## src/lcd_pkg.sv

```systemverilog
package lcd_pkg;

  // ========================================
  // Display mode
  // ========================================

  // Encoding matches the STAT mode field
  typedef enum logic [1:0] {
    LCD_HBLANK   = 2'd0,
    LCD_VBLANK   = 2'd1,
    LCD_OAM_SCAN = 2'd2,
    LCD_PIXEL    = 2'd3
  } lcd_mode_t;

  // ========================================
  // Address map
  // ========================================

  // Video RAM window, 8 KB
  localparam logic [15:0] VRAM_BASE = 16'h8000;
  localparam logic [15:0] VRAM_LAST = 16'h9FFF;
  localparam int VRAM_BYTES = 8192;

  // Object attribute memory, 40 entries of 4 bytes
  localparam logic [15:0] OAM_BASE = 16'hFE00;
  localparam logic [15:0] OAM_LAST = 16'hFE9F;
  localparam int OAM_BYTES = 160;

  // LCD registers
  localparam logic [15:0] REG_LCDC = 16'hFF40;
  localparam logic [15:0] REG_STAT = 16'hFF41;
  localparam logic [15:0] REG_SCY  = 16'hFF42;
  localparam logic [15:0] REG_SCX  = 16'hFF43;
  localparam logic [15:0] REG_LY   = 16'hFF44;
  localparam logic [15:0] REG_LYC  = 16'hFF45;
  localparam logic [15:0] REG_BGP  = 16'hFF47;

  // STAT interrupt enable bits
  localparam int STAT_LYC_IE = 6;
  localparam int STAT_OAM_IE = 5;
  localparam int STAT_VBL_IE = 4;
  localparam int STAT_HBL_IE = 3;

  // LCDC display enable
  localparam int LCDC_ON = 7;

  // Window hit tests
  function automatic logic is_vram(input logic [15:0] addr);
    return (addr >= VRAM_BASE) && (addr <= VRAM_LAST);
  endfunction

  function automatic logic is_oam(input logic [15:0] addr);
    return (addr >= OAM_BASE) && (addr <= OAM_LAST);
  endfunction

endpackage
```

## src/lcd_apb_regs.sv

```systemverilog
`timescale 1ns/10ps

module lcd_apb_regs
  import lcd_pkg::*;
(
  input  logic       clk,
  input  logic       reset,
  // APB slave
  input  logic       psel,
  input  logic       penable,
  input  logic       pwrite,
  input  logic [15:0] paddr,
  input  logic [7:0] pwdata,
  output logic [7:0] prdata,
  output logic       pslverr,
  // Timing and interrupt status
  input  logic [7:0] ly,
  input  lcd_mode_t  mode,
  input  logic       coincidence,
  // Memory port
  input  logic [7:0] mem_rdata,
  input  logic       mem_blocked,
  output logic       mem_req,
  output logic       mem_we,
  output logic [15:0] mem_addr,
  output logic [7:0] mem_wdata,
  // Control out
  output logic       lcd_on,
  output logic [7:0] lyc,
  output logic [3:0] stat_ie
);

  // LCD register file
  logic [7:0] lcdc;
  logic [7:0] scy;
  logic [7:0] scx;
  logic [7:0] bgp;

  // Bus phases
  logic setup;
  logic access;
  logic wr_en;

  // Address lands in VRAM or OAM
  logic in_mem;

  // Blocking seen when the read was issued
  logic rd_blocked_q;

  // Error before gating by the access phase
  logic err;

  assign setup  = psel && !penable;
  assign access = psel && penable;
  assign wr_en  = access && pwrite;
  assign in_mem = is_vram(paddr) || is_oam(paddr);

  // ========================================
  // Memory port
  // ========================================

  // Reads issue in setup so data is ready for the access phase
  // Writes commit at the end of the access phase
  assign mem_req   = psel && in_mem && (penable ? pwrite : !pwrite);
  assign mem_we    = pwrite;
  assign mem_addr  = paddr;
  assign mem_wdata = pwdata;

  always_ff @(posedge clk or posedge reset) begin
    if (reset) begin
      rd_blocked_q <= 1'b0;
    end else if (setup) begin
      rd_blocked_q <= mem_blocked;
    end
  end

  // ========================================
  // Register writes
  // ========================================

  always_ff @(posedge clk or posedge reset) begin
    if (reset) begin
      lcdc    <= 8'h00;
      stat_ie <= 4'h0;
      scy     <= 8'h00;
      scx     <= 8'h00;
      lyc     <= 8'h00;
      bgp     <= 8'h00;
    end else if (wr_en) begin
      case (paddr)
        REG_LCDC: lcdc <= pwdata;
        // Only the enable bits are writable
        REG_STAT: stat_ie <= pwdata[STAT_LYC_IE:STAT_HBL_IE];
        REG_SCY:  scy <= pwdata;
        REG_SCX:  scx <= pwdata;
        REG_LYC:  lyc <= pwdata;
        REG_BGP:  bgp <= pwdata;
        default: ;
      endcase
    end
  end

  assign lcd_on = lcdc[LCDC_ON];

  // ========================================
  // Read data and error
  // ========================================

  always_comb begin
    prdata = 8'hFF;
    err    = 1'b0;
    if (in_mem) begin
      // Blocked reads already return 0xFF from the memory
      prdata = mem_rdata;
      err    = pwrite ? mem_blocked : rd_blocked_q;
    end else begin
      case (paddr)
        REG_LCDC: prdata = lcdc;
        REG_STAT: prdata = {1'b1, stat_ie, coincidence, mode};
        REG_SCY:  prdata = scy;
        REG_SCX:  prdata = scx;
        REG_LY: begin
          prdata = ly;
          // LY is read only
          err    = pwrite;
        end
        REG_LYC:  prdata = lyc;
        REG_BGP:  prdata = bgp;
        default: begin
          // Unmapped
          prdata = 8'hFF;
          err    = 1'b1;
        end
      endcase
    end
  end

  assign pslverr = access && err;

  // Access phase only inside a selected transfer
  a_penable_psel : assert property (@(posedge clk) disable iff (reset)
    penable |-> psel);

endmodule

```

## config.mk

```make
export PLATFORM = sky130hd
export DESIGN_NAME = lcd_apb_regs
export DESIGN_NICKNAME = d
export VERILOG_FILES = /design/src/lcd_pkg.sv /design/src/lcd_apb_regs.sv
export SDC_FILE = /design/constraint.sdc
export NUM_CORES = 1
export LEC_CHECK = 0
export BUFFER_PORTS_ARGS = -buffer_cell sky130_fd_sc_hd__buf_2
export CORE_MARGIN = 1
export CORE_UTILIZATION = 50
export DETAILED_ROUTE_END_ITERATION = 8
export PLACE_DENSITY_LB_ADDON = 0.05
export SETUP_SLACK_MARGIN = 0.15
export SLEW_MARGIN = 20
export SYNTH_ARGS = -nofsm -noshare
export SYNTH_HDL_FRONTEND = slang
export SYNTH_SLANG_ARGS = --single-unit
```

## constraint.sdc

```tcl
create_clock -name clk -period 1.86 [get_ports clk]
set_input_delay 0.186 -clock clk [delete_from_list [all_inputs] [get_ports clk]]
set_output_delay 0.186 -clock clk [all_outputs]
set_load 0.05 [all_outputs]
```

==> flow_summary.rst <==
.. list-table::
   :header-rows: 1

   * - Metric
     - Value
   * - Cells on worst reg2reg path
     - 1
   * - Worst-Skew Late Latency
     - 290 ps
   * - Final hold viol count
     - 0
   * - Via-per-instance ratio
     - 5.50
   * - Total power
     - 0.00209 W
   * - Net count after synthesis
     - 290
   * - CTS tree
     - done
   * - Global-route wire length before repair
     - 11,100 microns
   * - Post-synthesis area per instance
     - 11.1 sq um
   * - CP Capture Type
     - primary output
   * - Number of distinct standard cells referenced by the synthesized netlist
     - 46
   * - Initial antenna violation count
     - 0
   * - Largest delay share family, worst path
     - simple AND/OR/NAND/NOR gates
   * - Core box area
     - 5140 sq um
   * - Final Slew Violations
     - 0
   * - Synth-to-layout area growth
     - 48.2%
   * - Data required, critical path
     - 1670 ps
   * - NumNets Final
     - 407
   * - Number of max-cap violations
     - 0
   * - Longest individual stage delay on the worst path
     - 410 ps
   * - H-tree depth reported by CTS
     - 2
   * - Starting utilization of the core area
     - 52.0%
   * - IO Pins
     - 97
   * - Highest-delay cell along the critical path
     - sky130_fd_sc_hd__or3b_4
   * - Flops & latches, synth
     - 45
   * - Reg2Reg Setup Slack
     - 1070 ps
   * - Result of the run
     - finished with violations
   * - Share of cells above drive strength 1
     - 69.1%
   * - TritonCTS sink count
     - 45
   * - Relative contribution of the clock network to total power
     - 31.7%
   * - Vias post-DR
     - 2,360
   * - Root Buffer
     - sky130_fd_sc_hd__clkbuf_8
   * - Worst min-delay path class
     - input pin to flop
   * - Sw Pwr
     - 0.000610 W
   * - Die area
     - 5650 sq um
   * - Origin of the worst min-delay path
     - mem_blocked
   * - Slew of the pin with the lowest slew margin
     - 664 ps
   * - Antenna cell count
     - 0
   * - Width of the die
     - 75.1 microns
   * - Worst path bufs/invs
     - 3
   * - Sequential Power Share
     - 47.0%
   * - Maximum clock frequency
     - 502 MHz
   * - Total overflow reported by the global router
     - 0
   * - Most common cell after layout, fill and taps aside
     - sky130_fd_sc_hd__buf_2
   * - Overall Global Routing Usage
     - 27.8%
   * - Cell row count
     - 26
   * - Setup repair after global routing missed its margin
     - true
   * - Warnings, synthesis
     - 0
   * - Peak ir drop on the vdd network
     - 0.000599 V
   * - Post-synth top flop
     - sky130_fd_sc_hd__dfrtp_1
   * - Worst slack after detailed placement
     - -331 ps
   * - Sw Ratio
     - 29.2%
   * - Post-route minimum period
     - 1990 ps
   * - Largest net degree at the start of global routing
     - 30
   * - Routed len/inst
     - 17.7 microns
   * - Final setup viols
     - 8
   * - Maximum net fanout on the critical path
     - 4
   * - Via count of the first global-routing pass
     - 2,189
   * - Dominant cell type by count on the critical path
     - sky130_fd_sc_hd__buf_6
   * - CP Launch Type
     - input pin
   * - Clk slew on worst S/H paths
     - 90 ps
   * - Violations in the final reports
     - setup timing
   * - Number of enable flip-flop cells after synthesis
     - 0
   * - Sequential-to-total area share from yosys stat
     - 42.1%
   * - FF-to-FF Start
     - lyc[7]$_DFFE_PP0P_
   * - Series of cell instances along the critical path
     - buf_6 -> or3b_4 -> or3_4 -> nor4_4 -> buf_4 -> a22oi_2 -> a21oi_4 -> buf_6
   * - Number of buffers created by CTS
     - 5
   * - Number of nets with antenna violations after detailed routing
     - 0
   * - Worst clock skew
     - 0 ps
   * - Detailed-placement wirelength estimate
     - 5400 microns
   * - Number of cells on the worst hold path
     - 2
   * - Worst Setup Path Type
     - input pin to primary output
   * - Count of TritonRoute iterations in the first routing pass
     - 4
   * - Terminating pin of the worst hold path
     - rd_blocked_q$_DFFE_PP0P_
   * - Worst Hold Margin
     - 132 ps
   * - Post-synthesis cell area
     - 2680 sq um
   * - Internal power
     - 0.00148 W
   * - Worst R2R End
     - lyc[7]$_DFFE_PP0P_
   * - Highest-count cells in the layout ignoring fill and taps
     - 78 x sky130_fd_sc_hd__buf_2, 51 x sky130_fd_sc_hd__mux2_2, 45 x sky130_fd_sc_hd__dfrtp_1, 45 x sky130_fd_sc_hd__buf_4, 15 x sky130_fd_sc_hd__buf_6
   * - Total wirelength of the detailed-routed design
     - 7580 microns
   * - Maximum buffer depth of the clock tree
     - 2
   * - Combinational Power Share
     - 21.3%
   * - Worst Slack Setup Final
     - -133 ps
   * - Critical Path AT
     - 1810 ps
   * - Die boundary height
     - 75.1 microns
   * - PD cells
     - 527 nW/um^2
   * - Weighted congestion at the end of routability-driven global placement
     - 0.825
   * - Iteration-0 DRC count of the detailed router
     - 126
   * - P_leak
     - 1.98 nW
   * - I/O Buffers
     - 96
   * - # DRC
     - 0
   * - Gate count of the mapped netlist
     - 241
   * - Slew headroom
     - 55.5%
   * - Portion of the clock cycle consumed by the worst path in the final layout
     - 107%
   * - Fraction of registers with async set/reset
     - 100%
## cell type report
type                            instances  area, sq um
Multi-Input combinational cell        156         1580
Fill cell                             366         1180
Sequential cell                        45         1130
Timing Repair Buffer                  147         1060
Clock buffer                            7         96.3
Tap cell                               70         87.6
Inverter                                3         11.3
Clock inverter                          1         5.00
## what timing repair did
item / 4_1_cts / 5_1_grt
setup buffers: 2 / 1
endpoints found under the hold margin: 16 / 0
hold buffers: 1 / 0
pin swaps: 13 / 6
setup endpoints to repair: 25 / 32
resized for setup: 47 / 6
## flip-flops by register name, summed over array words and instances, names as in the netlist
signal        count
lcdc              8
scx               8
bgp               8
lyc               8
stat_ie           4
rd_blocked_q      1
scy               8
## metrics by stage
step / TNS (ps) / util (%) / cells / cell area [sq um]
6_report: -820 / 77.1 / 429 / 3960
5_1_grt: -1270 / 77.1 / 429 / 3960
4_1_cts: -1060 / 76.5 / 428 / 3930
3_5_place_dp: -6580 / 70.1 / 417 / 3600
3_3_place_gp: -5980 / 70.1 / 417 / 3600
2_1_floorplan: -73.3 / - / 241 / 2850
## cell families (layout without fill, tap and decap cells)
logic type | Yosys count | count (layout) | share of synthesized area, %
xor+xnor | 1 | 1 | 0.327
simple gates | 59 | 59 | 14.1
flops | 45 | 45 | 42.1
mux | 55 | 55 | 23.4
buf+inv | 40 | 158 | 9.45
compound gates | 41 | 41 | 10.6
## power by group through the flow
stage	sequential, W	clock (W)	combinational, W
final	0.000982	0.000662	0.000444
after global routing	0.000983	0.000714	0.000473
after CTS	0.000982	0.000671	0.000439
after detailed placement	0.00100	0	0.000408
after global placement	0.00100	0	0.000405
after floorplan	0.00100	0	0.000272
## how the worst max path moves through the flow
stage | to | slack (ps) | cells after the start | from
finish | prdata[0] | -130 | 8 | paddr[3]
CTS | prdata[2] | -220 | 8 | paddr[3]
detailed placement | prdata[1] | -330 | 8 | paddr[7]
global route | prdata[0] | -180 | 8 | paddr[3]
floorplan | prdata[1] | -20 | 5 | paddr[7]
global placement | prdata[5] | -340 | 8 | paddr[7]
## routing by layer
metal	wire, microns	track usage, %	part of all wire (%)	up-vias
li1	-	-	-	1102
met1	3380	36.9	45	1162
met2	3710	45.5	49	84
met3	347	4.82	4.6	12
met4	150	11.3	2.0	0
met5	0	0	0	-
## cells in the mapped netlist (2+ instances only)
cell	number	area, sq um
sky130_fd_sc_hd__nand2b_1	3	18.8
sky130_fd_sc_hd__nand2_1	7	26.3
sky130_fd_sc_hd__inv_1	3	11.3
sky130_fd_sc_hd__dfrtp_1	45	1130
sky130_fd_sc_hd__nand2_2	2	12.5
sky130_fd_sc_hd__a22oi_1	2	15.0
sky130_fd_sc_hd__buf_2	4	20.0
sky130_fd_sc_hd__a221oi_1	4	35.0
sky130_fd_sc_hd__a22o_1	2	17.5
sky130_fd_sc_hd__nor3_1	4	20.0
sky130_fd_sc_hd__a32oi_1	4	35.0
sky130_fd_sc_hd__buf_1	2	7.51
sky130_fd_sc_hd__clkbuf_1	5	18.8
sky130_fd_sc_hd__mux2_2	51	574
sky130_fd_sc_hd__a21oi_1	10	50.1
sky130_fd_sc_hd__a2111oi_0	2	17.5
sky130_fd_sc_hd__nand3_1	6	30.0
sky130_fd_sc_hd__mux2i_1	3	30.0
sky130_fd_sc_hd__nor2_1	13	48.8
sky130_fd_sc_hd__nor4_2	3	37.5
sky130_fd_sc_hd__o211ai_1	2	15.0
sky130_fd_sc_hd__buf_4	26	195
sky130_fd_sc_hd__o21ai_0	8	40.0
sky130_fd_sc_hd__and3_1	7	43.8
sky130_fd_sc_hd__nor2b_1	2	12.5
(Power assumes the default switching activity.)
