==> config.mk <==
export PLATFORM = sky130hd
export DESIGN_NAME = lcd_timing
export DESIGN_NICKNAME = d
export VERILOG_FILES = /design/src/lcd_pkg.sv /design/src/lcd_timing.sv
export SDC_FILE = /design/constraint.sdc
export NUM_CORES = 1
export LEC_CHECK = 0
export BUFFER_PORTS_ARGS = -buffer_cell sky130_fd_sc_hd__buf_4
export CAP_MARGIN = 20
export CORE_MARGIN = 2
export CORE_UTILIZATION = 36
export DETAILED_ROUTE_END_ITERATION = 6
export GPL_ROUTABILITY_DRIVEN = 1
export GPL_TIMING_DRIVEN = 0
export SLEW_MARGIN = 20
export SYNTH_ARGS = -nofsm -noshare
export SYNTH_HDL_FRONTEND = slang
export SYNTH_SLANG_ARGS = --single-unit
==> constraint.sdc <==
create_clock -name clk -period 2 [get_ports clk]
set_clock_uncertainty 0.15 [all_clocks]
set_input_delay 0.1 -clock clk [delete_from_list [all_inputs] [get_ports clk]]
set_output_delay 0.1 -clock clk [all_outputs]
set_load 0.03 [all_outputs]
==> src/lcd_pkg.sv <==
package lcd_pkg;

  // ========================================
  // Display mode
  // ========================================

  // Encoding matches the STAT mode field
  typedef enum logic [1:0] {
    LCD_HBLANK   = 2'd0,
    LCD_VBLANK   = 2'd1,
    LCD_OAM_SCAN = 2'd2,
    LCD_PIXEL    = 2'd3
  } lcd_mode_t;

  // ========================================
  // Address map
  // ========================================

  // Video RAM window, 8 KB
  localparam logic [15:0] VRAM_BASE = 16'h8000;
  localparam logic [15:0] VRAM_LAST = 16'h9FFF;
  localparam int VRAM_BYTES = 8192;

  // Object attribute memory, 40 entries of 4 bytes
  localparam logic [15:0] OAM_BASE = 16'hFE00;
  localparam logic [15:0] OAM_LAST = 16'hFE9F;
  localparam int OAM_BYTES = 160;

  // LCD registers
  localparam logic [15:0] REG_LCDC = 16'hFF40;
  localparam logic [15:0] REG_STAT = 16'hFF41;
  localparam logic [15:0] REG_SCY  = 16'hFF42;
  localparam logic [15:0] REG_SCX  = 16'hFF43;
  localparam logic [15:0] REG_LY   = 16'hFF44;
  localparam logic [15:0] REG_LYC  = 16'hFF45;
  localparam logic [15:0] REG_BGP  = 16'hFF47;

  // STAT interrupt enable bits
  localparam int STAT_LYC_IE = 6;
  localparam int STAT_OAM_IE = 5;
  localparam int STAT_VBL_IE = 4;
  localparam int STAT_HBL_IE = 3;

  // LCDC display enable
  localparam int LCDC_ON = 7;

  // Window hit tests
  function automatic logic is_vram(input logic [15:0] addr);
    return (addr >= VRAM_BASE) && (addr <= VRAM_LAST);
  endfunction

  function automatic logic is_oam(input logic [15:0] addr);
    return (addr >= OAM_BASE) && (addr <= OAM_LAST);
  endfunction

endpackage
==> src/lcd_timing.sv <==
`timescale 1ns/10ps

module lcd_timing
  import lcd_pkg::*;
#(
  parameter logic [8:0] DOTS_PER_LINE   = 9'd456,
  parameter logic [7:0] LINES_PER_FRAME = 8'd154,
  parameter logic [7:0] VISIBLE_LINES   = 8'd144,
  parameter logic [8:0] OAM_SCAN_DOTS   = 9'd80,
  parameter logic [8:0] PIXEL_DOTS      = 9'd172
) (
  input  logic      clk,
  input  logic      reset,
  input  logic      lcd_on,
  output logic [7:0] ly,
  output lcd_mode_t mode,
  output logic      vblank_start
);

  // First dot of HBlank on a visible line
  localparam logic [8:0] PIXEL_END = OAM_SCAN_DOTS + PIXEL_DOTS;
  localparam logic [8:0] LAST_DOT  = DOTS_PER_LINE - 9'd1;
  localparam logic [7:0] LAST_LINE = LINES_PER_FRAME - 8'd1;

  // Dot position within the current line
  logic [8:0] dot_cnt;
  logic       line_end;

  assign line_end = (dot_cnt == LAST_DOT);

  // ========================================
  // Dot and line counters
  // ========================================

  always_ff @(posedge clk or posedge reset) begin
    if (reset) begin
      dot_cnt <= 9'd0;
      ly      <= 8'd0;
    end else if (!lcd_on) begin
      // Display off parks the beam at the top left
      dot_cnt <= 9'd0;
      ly      <= 8'd0;
    end else if (line_end) begin
      dot_cnt <= 9'd0;
      // Last line of the frame wraps to line 0
      if (ly == LAST_LINE) begin
        ly <= 8'd0;
      end else begin
        ly <= ly + 8'd1;
      end
    end else begin
      dot_cnt <= dot_cnt + 9'd1;
    end
  end

  // ========================================
  // VBlank entry
  // ========================================

  // High on the same clock that ly steps to the first blank line
  always_ff @(posedge clk or posedge reset) begin
    if (reset) begin
      vblank_start <= 1'b0;
    end else begin
      vblank_start <= lcd_on && line_end && (ly == VISIBLE_LINES - 8'd1);
    end
  end

  // ========================================
  // Mode decode
  // ========================================

  always_comb begin
    if (!lcd_on) begin
      mode = LCD_HBLANK;
    end else if (ly >= VISIBLE_LINES) begin
      mode = LCD_VBLANK;
    end else if (dot_cnt < OAM_SCAN_DOTS) begin
      mode = LCD_OAM_SCAN;
    end else if (dot_cnt < PIXEL_END) begin
      mode = LCD_PIXEL;
    end else begin
      // Rest of the visible line
      mode = LCD_HBLANK;
    end
  end

  // Line counter never leaves the frame
  a_ly_range : assert property (@(posedge clk) disable iff (reset)
    ly < LINES_PER_FRAME);

  // Display on restarts at the top of the frame with OAM scan
  a_on_restart : assert property (@(posedge clk) disable iff (reset)
    $rose(lcd_on) |-> (ly == 8'd0) && (mode == LCD_OAM_SCAN));

endmodule

==> results_dict.tcl, run 1 <==
set metrics [dict create \
    seq_area_frac_synth 0.454 \
    syn_area_sq_um 992 \
    finalCriticalPeriod_ns 1.95 \
    crit_chain "or4b_4 > nor4_1 > xor2_1 > and2_1" \
    die_x_um 56.5 \
    crit_fanout 5 \
    diodes 0 \
    grt_antenna_before_repair 0 \
    ios 14 \
    vias 828 \
    final-setup-viol-count 0 \
    rsz0062_at_grt "false" \
    irDropWorstVdd_mv 0.330 \
    postRouteWirelength_mm 2.16 \
    core_sq_um 2690 \
    multiInputGateArea_sq_um 539 \
    grt_pass1_wl_mm 3.70 \
    htree_levels 1 \
    flow.area_growth_from_synthesis_pct 23.0 \
    instances_no_fill 154 \
    cts_buffers 3 \
    detailed_place_hpwl_mm 1.47 \
    end_kind "register" \
    wl_per_cell_um 14.0 \
    worstMarginPinSlew_ns 0.709 \
    critPathLaunchType "register" \
    status "finished clean" \
    ant_nets 0 \
    vias_per_cell 5.38 \
    route.detailed.drc 0 \
    p_seq_frac 0.627 \
    layout.nets 132 \
    combPwrFrac 0.063 \
    first_pass_iters 4 \
    synth_cell_types 31 \
    synth.area.top_cells "dfrtp_1 45%, xor2_1 6.2%, ha_1 5.0%" \
    syn_inst 102 \
    cp_slowest_stage_delay_ns 0.57 \
    post-route-period-util 0.974 \
    place_inst 146 \
    slew-limit-headroom 0.527 \
    post-route-util 0.454 \
    cts_max_path_buffers 2 \
    switching_power_uw 140 \
    drv_cap 0 \
    root_buffer "clkbuf_4" \
    syn_nets 109 \
    power_density_nw_per_um2 485 \
    fp-row-count 19 \
    synth_top_area_share 0.454 \
    p_int_uw 452 \
    clk_pin_slew_ns 0.11 \
    grt_overflow_total 0 \
    hold_path.class "in -> async" \
    p_clk_frac 0.310 \
    yosysTopAreaCell "dfrtp_1" \
    ys_ff_latch 18 \
    p_leak_nw 0.603 \
    sw_frac_of_total 0.236 \
    drtIter0Drc 24 \
    numPortBuffers 13 \
    path_class "reg -> reg" \
    grt_pass1_vias 808 \
    syn_avg_cell_area_sq_um 9.73 \
    arrival_ns 2.00 \
    gp_congestion 0.781 \
    grt_max_degree 19 \
    cts_tree "built" \
    fillers 264 \
    die_area_sq_um 3190 \
    clock-sinks 18 \
    cp.required_ns 2.05 \
    final_cell_mix "16 x dfrtp_1, 15 x buf_4, 12 x nor2_1, 7 x nand2_1, 7 x xor2_1" \
    final_hold_viol_count 0 \
    die_h_um 56.5 \
    clk_latency_ns 0.30 \
    slowest_stage "or4b_4" \
    final_common_cell "dfrtp_1" \
    seq_area_sq_um 453 \
    initial_core_util 0.369 \
    layout-drive-gt1-share 0.220 \
    drv_slew 0 \
    max_clock_freq_ghz 0.513 \
    gr-usage-all-layers 0.147 \
    yosys_warnings 0 \
]
==> metrics by stage <==
step	setup WS (ns)	hold slack, ns	cell area (sq um)	setup TNS, ns	total power [mW]
3_3_place_gp	-0.0769	0.0953	1130	-0.102	0.412
4_1_cts	0.0320	0.331	1180	0	0.602
5_1_grt	0.0325	0.358	1220	0	0.621
2_1_floorplan	0.0364	-0.111	992	0	0.400
3_5_place_dp	-0.0784	0.115	1130	-0.0900	0.413
6_report	0.0519	0.313	1220	0	0.592
==> logic make-up (layout without fill, tap and decap cells) <==
family | Yosys count | in the layout | synth area share
flops | 18 | 18 | 0.454
compound gates | 12 | 12 | 0.0958
xor+xnor | 9 | 9 | 0.0794
simple gates | 53 | 53 | 0.298
fa+ha+maj | 4 | 4 | 0.0504
buf+inv | 6 | 27 | 0.0227
==> power by group through the flow <==
stage,Clock (mW),Combinational (mW),Sequential (mW)
2_1_floorplan,0,0.0219,0.378
3_3_place_gp,0,0.0343,0.378
3_5_place_dp,0,0.0343,0.378
4_1_cts,0.193,0.0377,0.371
5_1_grt,0.206,0.0434,0.372
6_report,0.183,0.0373,0.371
==> worst max-delay path, delay by kind of cell (launching register included) <==
family	cells	cell delay [ns]
XOR/XNOR	1	0.10
flip-flops	1	0.45
AND/OR/NAND/NOR	3	1.16
==> synthesized netlist by cell type <==
library cell  instances
dfrtp_1              18
and3b_1               1
ha_1                  4
and4b_1               1
o211a_1               2
or4b_1                1
nand2_1               7
and3_1                4
and2_1                6
and3_2                1
nor2_1               12
a31o_2                1
nand3_1               7
a21boi_1              1
nand4_1               2
nand3b_1              1
nor3_1                3
clkbuf_1              2
o221a_2               1
xor2_1                7
and4_1                1
xnor2_1               2
a21oi_1               1
o21a_1                2
nand2b_1              1
inv_1                 4
or4b_4                1
o21ai_0               1
o211ai_1              3
nor3b_1               1
nor4_1                3
==> final timing paths <==
path	startpoint	to	slack, ns	depth (start not counted)
min in group clk	dot_cnt[0]	dot_cnt[0]	0.33	1
max reg2reg	dot_cnt[5]	ly[6]	0.05	4
max	dot_cnt[5]	ly[6]	0.05	4
max in group asynchronous	reset	dot_cnt[3]	0.88	3
min reg2reg	dot_cnt[0]	dot_cnt[0]	0.33	1
min	reset	ly[1]	0.31	3
==> sequential cells by signal, summed over array words and instances (netlist names) <==
signal        count
ly                8
dot_cnt           9
vblank_start      1
==> repair_timing <==
| action | 4_1_cts | 5_1_grt |
|---|---|---|
| hold buffers | 2 | 0 |
| gates resized for setup | 1 | 6 |
| endpoints found under the setup margin | 3 | 2 |
| hold endpoints to repair | 22 | 0 |
| buffers inserted | 0 | 3 |
==> final cells by class <==
class	count	share of cell area
inverters	4	0.0123
flip-flops and latches	18	0.371
plain buffers	2	0.00615
clock buffers	3	0.0185
repair buffers	18	0.118
well taps	31	0.0318
multi-input cells	78	0.442
==> per-layer routing <==
layer,up-vias,global-route usage,share of wire
met3,4,0.0415,0.042
met4,0,0.0306,0.012
met1,405,0.195,0.47
li1,402,-,-
met5,-,0,0
met2,17,0.239,0.47
(Power assumes the default switching activity.)
==> inputs of run 2 (changes only) <==
--- a/config.mk
+++ b/config.mk
@@ -11,7 +11,6 @@
 export CORE_UTILIZATION = 36
 export DETAILED_ROUTE_END_ITERATION = 6
 export GPL_ROUTABILITY_DRIVEN = 1
-export GPL_TIMING_DRIVEN = 0
 export SLEW_MARGIN = 20
 export SYNTH_ARGS = -nofsm -noshare
 export SYNTH_HDL_FRONTEND = slang
==> results_dict.tcl, run 2 (same netlist as run 1, synthesis figures left out) <==
set metrics [dict create \
    cts_buffers 3 \
    fillers 270 \
    layout.nets 131 \
    cp.required_ns 1.75 \
    worstMarginPinSlew_ns 0.696 \
    met1_length_um 984 \
    final-setup-viol-count 0 \
    grt_overflow_total 0 \
    slew-limit-headroom 0.536 \
    vias_per_cell 5.38 \
    drv_slew 0 \
    numPortBuffers 13 \
    grt_pass1_wl_mm 3.57 \
    status "finished clean" \
    reg_top3 "dot_cnt: 9 flops, ly: 8 flops, vblank_start: 1 flops" \
    die_x_um 56.5 \
    diodes 0 \
    final_cell_mix "18 x dfrtp_1, 16 x buf_4, 12 x nor2_1" \
    grt_max_degree 19 \
    hold_ws_ns 0.309 \
    wl_met3_um 85 \
    drtIter0Drc 34 \
    flow.area_growth_from_synthesis_pct 21.1 \
    top_layer_used "met4" \
    gp_congestion 0.869 \
    largest_reg_flops 9 \
    end_kind "output pin" \
    hold_path.class "in -> async" \
    initial_core_util 0.369 \
    first_pass_iters 4 \
    detailed_place_hpwl_mm 1.51 \
    r2r_slack_ns 0.12 \
    layout-drive-gt1-share 0.197 \
    grt_pass1_vias 762 \
    cts_max_path_buffers 2 \
    r2r-end "ly[6]" \
    finalCriticalPeriod_ns 1.90 \
    die_h_um 56.5 \
    die_area_sq_um 3190 \
    ios 14 \
    irDropWorstVdd_mv 0.425 \
    power_density_nw_per_um2 488 \
    fp-row-count 19 \
    core_sq_um 2690 \
    post-route-period-util 0.951 \
    grt_antenna_before_repair 0 \
    htree_levels 1 \
    clk_latency_ns 0.30 \
    cts_tree "built" \
    drv_cap 0 \
    clock-sinks 18 \
    vias 823 \
    critPathLaunchType "register" \
    final_common_cell "dfrtp_1" \
    path_class "reg -> out" \
    r2r-start "dot_cnt[5]" \
    root_buffer "clkbuf_4" \
    postRouteWirelength_mm 2.07 \
    r2r_cells 4 \
    route.detailed.drc 0 \
    final_hold_viol_count 0 \
    max_clock_freq_ghz 0.526 \
    largest_register "dot_cnt" \
    tns_ns 0 \
    arrival_ns 1.65 \
    total_power_uw 586 \
    clk_pin_slew_ns 0.10 \
    gr-usage-all-layers 0.145 \
    ant_nets 0 \
    wl_met2_um 984 \
    crit_fanout 5 \
    wl_per_cell_um 13.5 \
    p_leak_nw 0.607 \
]
==> run 2: cell types whose count changed in the layout (fill, tap and decap cells not counted) <==
cell	change
dfrtp_2	-2
and3_2	-1
and3_4	+1
nor4_4	-1
dfrtp_1	+2
nand3_1	+1
nor4_1	+1
clkbuf_1	-2
nand3_2	-1
buf_4	+1
==> run 2: per-layer routing <==
metal | vias to the layer above | GRT usage
met5 | - | 0
li1 | 402 | -
met1 | 402 | 0.188
met2 | 15 | 0.229
met4 | 0 | 0.0408
met3 | 4 | 0.0484
==> run 2: worst max path at each step <==
stage          endpoint       start  cells after the start
2_1_floorplan     ly[2]       ly[0]                      5
3_3_place_gp      ly[1]  dot_cnt[5]                      3
3_5_place_dp      ly[6]  dot_cnt[5]                      4
4_1_cts         mode[0]  dot_cnt[4]                      6
5_1_grt           ly[6]  dot_cnt[5]                      4
6_report        mode[0]  dot_cnt[4]                      6
==> run 2: power by group <==
| part | switching [mW] | internal, mW | total, mW |
|---|---|---|---|
| registers | 0.00522 | 0.369 | 0.374 |
| logic | 0.0205 | 0.0122 | 0.0326 |
| clock network | 0.110 | 0.0702 | 0.180 |
| total | 0.135 | 0.451 | 0.586 |
==> run 2: what timing repair did <==
item                                    4_1_cts  5_1_grt
gates cloned                                  0        0
setup buffers                                 1        0
hold buffers                                  2        0
resized for setup                             2        1
endpoints found under the setup margin        1        1
pin swaps                                     1        0
endpoints found under the hold margin        27        0
==> run 2: area by class of cell <==
type | instances | area [sq um] | area share
well taps | 31 | 38.8 | 0.0323
inverters | 4 | 15.0 | 0.0125
multi-input cells | 78 | 523 | 0.435
repair buffers | 19 | 151 | 0.126
flip-flops and latches | 18 | 450 | 0.375
clock buffers | 3 | 22.5 | 0.0188
==> run 2: per-stage QoR <==
stage | instances | util | area (sq um) | setup slack (ns)
after floorplan | 102 | - | 992 | 0.0364
after global placement | 147 | 0.426 | 1140 | 0.167
after detailed placement | 147 | 0.426 | 1140 | 0.126
after CTS | 153 | 0.446 | 1200 | 0.0316
after global routing | 153 | 0.447 | 1200 | -0.00136
final | 153 | 0.447 | 1200 | 0.0972
==> run 2: critical path: stages, from the launching register on <==
cell and delay (ns):
dfrtp_1 0.39, buf_4 0.16, and3_4 0.19, a31o_2 0.25, o21ai_1 0.11, and2_1 0.14, buf_6 0.13
