$ cat src/lcd_pkg.sv
package lcd_pkg;

  // ========================================
  // Display mode
  // ========================================

  // Encoding matches the STAT mode field
  typedef enum logic [1:0] {
    LCD_HBLANK   = 2'd0,
    LCD_VBLANK   = 2'd1,
    LCD_OAM_SCAN = 2'd2,
    LCD_PIXEL    = 2'd3
  } lcd_mode_t;

  // ========================================
  // Address map
  // ========================================

  // Video RAM window, 8 KB
  localparam logic [15:0] VRAM_BASE = 16'h8000;
  localparam logic [15:0] VRAM_LAST = 16'h9FFF;
  localparam int VRAM_BYTES = 8192;

  // Object attribute memory, 40 entries of 4 bytes
  localparam logic [15:0] OAM_BASE = 16'hFE00;
  localparam logic [15:0] OAM_LAST = 16'hFE9F;
  localparam int OAM_BYTES = 160;

  // LCD registers
  localparam logic [15:0] REG_LCDC = 16'hFF40;
  localparam logic [15:0] REG_STAT = 16'hFF41;
  localparam logic [15:0] REG_SCY  = 16'hFF42;
  localparam logic [15:0] REG_SCX  = 16'hFF43;
  localparam logic [15:0] REG_LY   = 16'hFF44;
  localparam logic [15:0] REG_LYC  = 16'hFF45;
  localparam logic [15:0] REG_BGP  = 16'hFF47;

  // STAT interrupt enable bits
  localparam int STAT_LYC_IE = 6;
  localparam int STAT_OAM_IE = 5;
  localparam int STAT_VBL_IE = 4;
  localparam int STAT_HBL_IE = 3;

  // LCDC display enable
  localparam int LCDC_ON = 7;

  // Window hit tests
  function automatic logic is_vram(input logic [15:0] addr);
    return (addr >= VRAM_BASE) && (addr <= VRAM_LAST);
  endfunction

  function automatic logic is_oam(input logic [15:0] addr);
    return (addr >= OAM_BASE) && (addr <= OAM_LAST);
  endfunction

endpackage
$ cat src/lcd_stat_irq.sv
`timescale 1ns/10ps

module lcd_stat_irq
  import lcd_pkg::*;
(
  input  logic       clk,
  input  logic       reset,
  input  logic [7:0] ly,
  input  logic [7:0] lyc,
  input  lcd_mode_t  mode,
  input  logic [3:0] stat_ie,
  input  logic       vblank_start,
  output logic       coincidence,
  output logic       vblank_irq,
  output logic       stat_irq
);

  // stat_ie holds STAT bits 6:3
  localparam int IE_LYC = STAT_LYC_IE - STAT_HBL_IE;
  localparam int IE_OAM = STAT_OAM_IE - STAT_HBL_IE;
  localparam int IE_VBL = STAT_VBL_IE - STAT_HBL_IE;
  localparam int IE_HBL = 0;

  // Combined STAT request line and its previous value
  logic stat_line;
  logic stat_line_q;

  // ========================================
  // Sources
  // ========================================

  // Any enabled source keeps the line high
  assign stat_line = (stat_ie[IE_LYC] && coincidence) ||
                     (stat_ie[IE_OAM] && (mode == LCD_OAM_SCAN)) ||
                     (stat_ie[IE_VBL] && (mode == LCD_VBLANK)) ||
                     (stat_ie[IE_HBL] && (mode == LCD_HBLANK));

  // ========================================
  // Request pulses
  // ========================================

  always_ff @(posedge clk or posedge reset) begin
    if (reset) begin
      coincidence <= 1'b0;
      stat_line_q <= 1'b0;
      stat_irq    <= 1'b0;
      vblank_irq  <= 1'b0;
    end else begin
      // Compared on the current line
      coincidence <= (ly == lyc);
      stat_line_q <= stat_line;
      // Rising edge only, so overlapping sources give one request
      stat_irq    <= stat_line && !stat_line_q;
      vblank_irq  <= vblank_start;
    end
  end

  // One request per edge of the shared line
  a_stat_pulse : assert property (@(posedge clk) disable iff (reset)
    stat_irq |=> !stat_irq);

endmodule

$ cat config.mk
export PLATFORM = sky130hd
export DESIGN_NAME = lcd_stat_irq
export DESIGN_NICKNAME = d
export VERILOG_FILES = /design/src/lcd_pkg.sv /design/src/lcd_stat_irq.sv
export SDC_FILE = /design/constraint.sdc
export NUM_CORES = 1
export LEC_CHECK = 0
export ABC_AREA = 1
export BUFFER_PORTS_ARGS = -buffer_cell sky130_fd_sc_hd__buf_2
export CAP_MARGIN = 5
export CORE_AREA = 10 10 47 49
export DETAILED_ROUTE_END_ITERATION = 12
export DIE_AREA = 0 0 57 59
export SLEW_MARGIN = 10
export SYNTH_ARGS = -nofsm -noshare
export SYNTH_HDL_FRONTEND = slang
export SYNTH_SLANG_ARGS = --single-unit
export TNS_END_PERCENT = 50
$ cat constraint.sdc
create_clock -name clk -period 1.5 [get_ports clk]
set_input_delay 0.15 -clock clk [delete_from_list [all_inputs] [get_ports clk]]
set_output_delay 0.15 -clock clk [all_outputs]
set_load 0.01 [all_outputs]
==> results of run 1 <==
-- power breakdown --
group / leakage (nW) / internal (mW) / switching, mW
clock: 0.0138 / 0.0896 / 0.0456
combinational: 0.297 / 0.0429 / 0.0391
sequential: 0.0509 / 0.115 / 0.00147
total: 0.362 / 0.247 / 0.0862
-- worst paths after layout --
path                                            start               endpoint  slack, ns
worst max-delay path            coincidence$_DFF_PP0_            coincidence       0.61
worst min-delay path                     vblank_start   vblank_irq$_DFF_PP0_       0.02
worst max register to register  coincidence$_DFF_PP0_     stat_irq$_DFF_PP0_       0.80
worst min register to register  stat_line_q$_DFF_PP0_     stat_irq$_DFF_PP0_       0.39
max in group asynchronous                       reset  coincidence$_DFF_PP0_       1.00
min in group asynchronous                       reset   vblank_irq$_DFF_PP0_       0.34
-- registers in the layout, summed over array words and instances (netlist names) --
name         cells
coincidence      1
stat_irq         1
stat_line_q      1
vblank_irq       1
-- layout by cell type (no fill, tap or decap) --
master          n
nand3b_1        1
buf_2          27
a21oi_1         1
inv_1          16
dlygate4sd3_1   1
dfrtp_1         4
nor2_1         13
nand2_1        25
clkbuf_4        3
-- stage by stage --
stage | util (%) | power (mW) | hold slack (ns) | area [µm²]
after floorplan | - | 0.155 | -0.0839 | 315
after global placement | 33.6 | 0.196 | 0.0350 | 470
after detailed placement | 33.6 | 0.199 | 0.0431 | 470
after CTS | 35.9 | 0.345 | 0.0105 | 503
after global routing | 35.9 | 0.369 | 0.00891 | 503
final | 35.9 | 0.333 | 0.0205 | 503
-- what timing repair did --
item,CTS,global route
buffers inserted,0,0
endpoints found under the hold margin,4,0
hold buffers,1,0
-- logic make-up after synthesis --
kind of cell	synth area share [%]
compound gates	1.59
buf+inv	19.0
flops	31.7
simple gates	47.6
-- area by class of cell --
type	count	area (µm²)
Tap cell	16	20.0
Inverter	16	60.1
Timing Repair Buffer	28	145
Sequential cell	4	100
Fill cell	170	898
Multi-Input combinational cell	40	155
Clock buffer	3	22.5
-- synth_stat cells --
master | n | area [µm²]
a21oi_1 | 1 | 5.00
nand3b_1 | 1 | 7.51
nor2_1 | 13 | 48.8
inv_1 | 16 | 60.1
dfrtp_1 | 4 | 100
nand2_1 | 25 | 93.8
-- metal layers --
layer / up-vias / part of all wire [%]
li1: 228 / -
met1: 154 / 41
met2: 16 / 48
met3: 0 / 11
met4: 0 / 0
met5: - / 0
==> impl_metrics.csv, run 1 <==
group,metric,value,unit
sta,fin_ws,0.608,ns
sta,skew,0.000319,ns
setup_path,slowest_delay,0.37,ns
setup_path,start_kind,"flop",
clocking,cts_max_level,1,
run_status,status,"finished, final reports clean",
place,dp.cells,103,
die,die_h,59,µm
die,die_area,3360,µm²
setup_path,required,1.35,ns
clocking,cts_resized,0,
setup_path,end_kind,"output port",
detailed_routing,vias_per_cell,3.72,
die,die_w,57,µm
job,maxCapViolCount,0,
setup_path,path_class,"flop to output port",
detailed_routing,drc,0,
synthesis,ys_seq_elements,4,
sta,hold_viol,0,
clocking,cts_sinks,4,
global_routing,grt.met2_usage,8.99,%
setup_path,path_buf_inv,1,
synthesis,syn_avg_cell_area,5.26,µm²
power_and_ir_drop,peakVddDrop,0.202,mV
setup_path,cpMaxStageDelayCell,"dfrtp_1",
synthesis,synth.distinct_cells,6,
detailed_routing,first_iter_violations,4,
layout,area_delta_synth_final,59.5,%
sta,relSlewSlack,88.8,%
sta,rsz0062_at_grt,"false",
setup_path,reg2reg_depth,4,
detailed_routing,routed_wl,898,µm
synthesis,yosysWarnings,0,
setup_path,crit_path_max_fanout,2,
detailed_routing,wire_per_inst,8.39,µm
synthesis,syn_area,315,µm²
die,core,1400,µm²
synthesis,netlist_instances,60,
die,ioPinCount,28,
global_routing,grt_util_all_layers,5.85,%
place,pre_cts_slack,0.791,ns
global_routing,met3_usage,4.29,%
place,finalWeightedCongestion,0.668,
sta,period_share,59.5,%
sta,worst_slew_pin_slew,0.167,ns
clocking,cts_tree,"built",
clocking,numCtsBuffers,3,
sta,fmax,1120,MHz
layout,drive_above_1_share,33.0,%
global_routing,grt.busiest_layer,"met2",
setup_path,path_cells,"buf_2",
global_routing,antenna_found_initial,0,
power_and_ir_drop,p_leak,0.362,nW
global_routing,grt_pass1_vias,415,
sta,finalSetupViolations,0,
detailed_routing,vias,398,
global_routing,grt_pass1_wl,1550,µm
power_and_ir_drop,p_per_area,663,nW/µm²
clocking,ctsRootBufferMaster,"clkbuf_4",
place,io_buffer_count,27,
setup_path,cp.arrival,0.74,ns
global_routing,grt_max_degree,5,
global_routing,gr-total-overflow,0,
clocking,cts_buffer_depth,2,
setup_path,critPathTopFamily,"flip-flops",
clocking,clock_latency,0.23,ns
detailed_routing,postRouteAntennaNets,0,
worst_hold_path,hold_class,"primary input to flop",
clocking,clk_pin_slew,0.04,ns
sta,period_minus_slack,0.892,ns
layout,antennaDiodeCount,0,
sta,setup_tns,0,ns
global_routing,met1_usage,5.39,%
synthesis,synthesis.nets,85,
synthesis,synth-seq-area-share,31.7,%
die,rows,14,
worst_hold_path,whs_path_depth,1,
place,place_hpwl,827,µm
detailed_routing,dr.pass1.iters,2,
setup_path,cp_num_cells,1,
layout,instances_no_fill,107,
die,start_util,22.5,%
layout,nets,118,
sta,maxSlewViolCount,0,
(Power assumes the default switching activity.)
==> run 2: changes to the inputs <==
--- a/config.mk
+++ b/config.mk
@@ -5,7 +5,7 @@
 export SDC_FILE = /design/constraint.sdc
 export NUM_CORES = 1
 export LEC_CHECK = 0
-export ABC_AREA = 1
+export ABC_AREA = 0
 export BUFFER_PORTS_ARGS = -buffer_cell sky130_fd_sc_hd__buf_2
 export CAP_MARGIN = 5
 export CORE_AREA = 10 10 47 49
==> constraint.sdc (replaced) <==
create_clock -name clk -period 0.8 [get_ports clk]
set_input_delay 0.08 -clock clk [delete_from_list [all_inputs] [get_ports clk]]
set_output_delay 0.08 -clock clk [all_outputs]
set_load 0.01 [all_outputs]
==> impl_metrics.csv, run 2 <==
group,metric,value,unit
global_routing,antenna_found_initial,0,
layout,final_cell_mix,"buf_2 (26), xnor2_1 (8), dfrtp_1 (4)",
synthesis,syn_avg_cell_area,11.0,µm²
setup_path,start_kind,"flop",
clocking,cts_buffer_depth,2,
sta,worst_slew_pin_slew,0.156,ns
synthesis,yosysMostFrequentCell,"xnor2_1",
setup_path,path_cells,"buf_2",
sta,period_share,102,%
sta,hold_viol,0,
synthesis,synth.distinct_cells,10,
layout,nets,80,
global_routing,grt_pass1_wl,1280,µm
layout,fin_util,31.0,%
detailed_routing,routed_wl,706,µm
layout,final_common_cell,"buf_2",
clocking,ctsRootBufferMaster,"clkbuf_4",
layout,area_delta_synth_final,88.6,%
global_routing,grt_util_all_layers,4.77,%
synthesis,yosysTopAreaCellShare,43.5,%
place,place_hpwl,642,µm
sta,hold_ws,0.0848,ns
die,core,1400,µm²
sta,rsz0062_at_grt,"true",
setup_path,cpMaxStageDelayCell,"dfrtp_1",
global_routing,met3_usage,4.51,%
layout,fillers,156,
sta,skew,0.000671,ns
sta,period_minus_slack,0.817,ns
detailed_routing,wire_per_inst,10.2,µm
sta,fin_ws,-0.0166,ns
run_status,status,"finished, violations left",
sta,maxSlewViolCount,0,
synthesis,async_flop_share,100,%
setup_path,end_kind,"output port",
synthesis,yosysTopAreaCell,"dfrtp_1",
synthesis,synth_area_leaders,"dfrtp_1 (43%), xnor2_1 (30%), nand4_1 (5.4%), o211ai_2 (5.4%), mux2i_1 (4.3%)",
setup_path,slowest_delay,0.37,ns
setup_path,path_buf_inv,1,
place,finalWeightedCongestion,0.677,
die,rows,14,
sta,fmax,1220,MHz
setup_path,crit_path_max_fanout,2,
run_status,violations,"setup timing",
worst_hold_path,hold_class,"primary input to flop",
synthesis,ys.flop_type,"dfrtp_1",
clocking,cts_tree,"built",
synthesis,ys_seq_elements,4,
detailed_routing,first_iter_violations,0,
detailed_routing,drc,0,
detailed_routing,vias_per_cell,3.77,
synthesis,yosysWarnings,0,
synthesis,syn_area,230,µm²
clocking,numCtsBuffers,3,
detailed_routing,postRouteAntennaNets,0,
die,die_area,3360,µm²
layout,drive_above_1_share,58.5,%
job,maxCapViolCount,0,
global_routing,grt.met2_usage,4.81,%
die,ioPinCount,28,
global_routing,grt.busiest_layer,"met1",
global_routing,grt_pass1_vias,330,
setup_path,required,0.72,ns
synthesis,ys_top_cells_by_count,"xnor2_1 (8), dfrtp_1 (4), nand4_1 (2)",
power_and_ir_drop,p_per_area,1390,nW/µm²
sta,finalSetupViolations,1,
synthesis,synth-edff-count,0,
synthesis,synthesis.nets,46,
die,die_h,59,µm
global_routing,gr-total-overflow,0,
clocking,clock_latency,0.23,ns
power_and_ir_drop,peakVddDrop,0.405,mV
global_routing,met1_usage,5.52,%
clocking,cts_max_level,1,
place,io_buffer_count,27,
detailed_routing,vias,260,
setup_path,critPathTopFamily,"flip-flops",
global_routing,grt_max_degree,5,
sta,relSlewSlack,89.3,%
setup_path,path_class,"flop to output port",
synthesis,netlist_instances,21,
detailed_routing,dr.pass1.iters,1,
die,die_w,57,µm
die,start_util,16.4,%
clocking,cts_sinks,4,
setup_path,cp.arrival,0.74,ns
power_and_ir_drop,p_leak,0.223,nW
synthesis,synth-seq-area-share,43.5,%
clocking,clk_pin_slew,0.03,ns
layout,antennaDiodeCount,0,
run 2: layout make-up:
class | instances | area, µm² | share of cell area [%]
tap | 16 | 20.0 | 4.61
clock buffer | 3 | 22.5 | 5.19
sequential | 4 | 100 | 23.1
multi-input combinational | 16 | 126 | 29.1
inverter | 1 | 3.75 | 0.865
timing repair buffer | 29 | 161 | 37.2
run 2: through the flow:
stage	std cells	power, mW	setup TNS, ns	setup slack [ns]	instance area [µm²]
after detailed placement	64	0.357	0	0.0326	385
after global routing	69	0.651	-0.103	-0.0483	434
final	69	0.603	-0.0166	-0.0166	434
after CTS	69	0.613	-0.0265	-0.0225	428
after floorplan	21	0.279	0	0.0222	230
after global placement	64	0.354	0	0.0662	385
run 2: cell families after synthesis:
logic type             synth area share [%]
multiplexers                           4.35
buffers and inverters                  1.63
flip-flops                             43.5
XOR/XNOR                               30.4
AND/OR/NAND/NOR                        14.7
AO/OA/AOI/OAI                          5.43
run 2: repair_timing:
action | CTS | global route
setup endpoints to repair | 2 | 4
hold buffers | 2 | 0
gates resized for setup | 0 | 1
pin swaps | 0 | 1
buffers inserted | 0 | 0
hold endpoints to repair | 5 | 0
run 2: final timing paths:
kind                            slack (ns)                  start                     to  cells after the start
worst max-delay path                 -0.02  coincidence$_DFF_PP0_            coincidence                      1
worst min-delay path                  0.08             stat_ie[3]  stat_line_q$_DFF_PP0_                      3
worst max register to register        0.03  coincidence$_DFF_PP0_     stat_irq$_DFF_PP0_                      3
worst min register to register        0.39  stat_line_q$_DFF_PP0_     stat_irq$_DFF_PP0_                      1
max in group asynchronous             0.37                  reset  stat_line_q$_DFF_PP0_                      3
min in group asynchronous             0.27                  reset   vblank_irq$_DFF_PP0_                      3
run 2: power breakdown:
group | switching [mW] | internal (mW)
Sequential | 0.00357 | 0.215
Clock | 0.0709 | 0.167
Combinational | 0.0513 | 0.0948
run 2: metal layers:
layer	up-vias	part of all wire, %
met5	-	0
met4	0	2.5
met3	2	21
met2	31	25
met1	93	51
li1	134	-
==> run 3: changes to the inputs <==
--- a/config.mk
+++ b/config.mk
@@ -11,6 +11,8 @@
 export CORE_AREA = 10 10 47 49
 export DETAILED_ROUTE_END_ITERATION = 12
 export DIE_AREA = 0 0 57 59
+export GPL_TIMING_DRIVEN = 0
+export SETUP_SLACK_MARGIN = 0.4
 export SLEW_MARGIN = 10
 export SYNTH_ARGS = -nofsm -noshare
 export SYNTH_HDL_FRONTEND = slang
==> impl_metrics.csv, run 3 (synthesized netlist as in run 2, its figures left out) <==
group,metric,value,unit
run_status,violations,"hold timing, setup timing",
layout,ff_latch_area,100,µm²
power_and_ir_drop,p_per_area,1390,nW/µm²
global_routing,gr-total-overflow,0,
clocking,numCtsBuffers,3,
detailed_routing,first_iter_violations,0,
place,io_buffer_count,27,
sta,period_minus_slack,0.804,ns
detailed_routing,drc,0,
clocking,cts_sinks,4,
detailed_routing,vias_per_cell,3.82,
clocking,clock_latency,0.23,ns
global_routing,antenna_found_initial,0,
detailed_routing,routed_wl,733,µm
setup_path,path_class,"flop to output port",
setup_path,crit_path_max_fanout,2,
clocking,cts_max_level,1,
sta,relSlewSlack,88.2,%
setup_path,required,0.72,ns
layout,final_cell_mix,"buf_2 (24), xnor2_1 (7), dfrtp_1 (4)",
global_routing,grt_max_degree,5,
detailed_routing,vias,256,
place,dpl_cell_area,385,µm²
setup_path,critPathTopFamily,"flip-flops",
clocking,cts_tree,"built",
detailed_routing,dr.pass1.iters,1,
layout,multiInputGateArea,134,µm²
global_routing,grt_pass1_wl,1230,µm
worst_hold_path,hold_class,"primary input to asynchronous set/reset pin",
sta,period_share,100,%
layout,final_cell_area,434,µm²
clocking,cts_buffer_depth,2,
power_and_ir_drop,peakVddDrop,0.397,mV
setup_path,path_cells,"buf_2",
clocking,clk_pin_slew,0.04,ns
sta,finalSetupViolations,1,
power_and_ir_drop,p_leak,0.225,nW
place,place_hpwl,663,µm
setup_path,end_kind,"output port",
die,die_h,59,µm
sta,fmax,1240,MHz
clocking,ctsRootBufferMaster,"clkbuf_4",
die,start_util,16.4,%
setup_path,path_buf_inv,1,
sta,rsz0062_at_grt,"true",
global_routing,grt_util_all_layers,4.38,%
place,pre_cts_slack,0.0406,ns
sta,worst_slew_pin_slew,0.172,ns
global_routing,grt_pass1_vias,310,
setup_path,slowest_delay,0.36,ns
power_and_ir_drop,p_total,602,µW
die,die_area,3360,µm²
detailed_routing,wire_per_inst,10.9,µm
sta,hold_viol,5,
run_status,status,"finished, violations left",
sta,skew,0.00253,ns
job,maxCapViolCount,0,
place,finalWeightedCongestion,0.622,
layout,fillers,161,
setup_path,start_kind,"flop",
sta,fin_ws,-0.00365,ns
detailed_routing,postRouteAntennaNets,0,
sta,hold_ws,-0.274,ns
layout,nets,78,
layout,area_delta_synth_final,88.6,%
die,die_w,57,µm
sta,maxSlewViolCount,0,
layout,antennaDiodeCount,0,
die,rows,14,
setup_path,cpMaxStageDelayCell,"dfrtp_1",
die,ioPinCount,28,
setup_path,cp.arrival,0.72,ns
layout,drive_above_1_share,62.7,%
layout,final_common_cell,"buf_2",
die,core,1400,µm²
## run 3: changes by cell type in the layout (fill, tap and decap cells not counted), sizes merged
cell,previous run,this run
dlygate4sd3,2,0
## run 3: final cells by class
type,instances,share of cell area (%)
clock buffer,3,5.19
timing repair buffer,27,35.4
multi-input combinational,16,30.8
inverter,1,0.865
sequential,4,23.1
tap,16,4.61
## run 3: report_power, final
group / switching (mW) / internal (mW) / total (mW)
Combinational: 0.0537 / 0.0956 / 0.149
Clock: 0.0686 / 0.167 / 0.235
Sequential: 0.00243 / 0.215 / 0.217
## run 3: layer usage
layer  track usage, %  share of wire [%]  up-vias
met5                0                  0        -
met4             3.02                  0        0
met3             3.65                 22        0
met2             5.74                 38       25
met1             4.57                 40      100
li1                 -                  -      131
## run 3: worst paths after layout
check | from | endpoint | slack, ns | depth (start not counted)
worst max-delay path | coincidence$_DFF_PP0_ | coincidence | -0.004 | 1
worst min-delay path | reset | stat_irq$_DFF_PP0_ | -0.27 | 2
worst max register to register | coincidence$_DFF_PP0_ | stat_irq$_DFF_PP0_ | 0.04 | 3
worst min register to register | stat_line_q$_DFF_PP0_ | stat_irq$_DFF_PP0_ | 0.39 | 1
max in group asynchronous | reset | coincidence$_DFF_PP0_ | 0.92 | 2
min in group clk | vblank_start | vblank_irq$_DFF_PP0_ | -0.04 | 1
## run 3: stage by stage
step,hold WS (ns),instances,setup TNS [ns],util (%)
after floorplan,-0.154,21,0,-
after global placement,-0.0368,64,0,27.5
after detailed placement,-0.0321,64,0,27.5
after CTS,-0.278,67,-0.0150,29.1
after global routing,-0.264,67,-0.0694,31.0
final,-0.274,67,-0.00365,31.0
## run 3: timing repair
item	in CTS	in global routing
endpoints found under the hold margin	5	5
pin swaps	5	6
buffers inserted	0	0
resized for setup	0	4
endpoints found under the setup margin	6	6
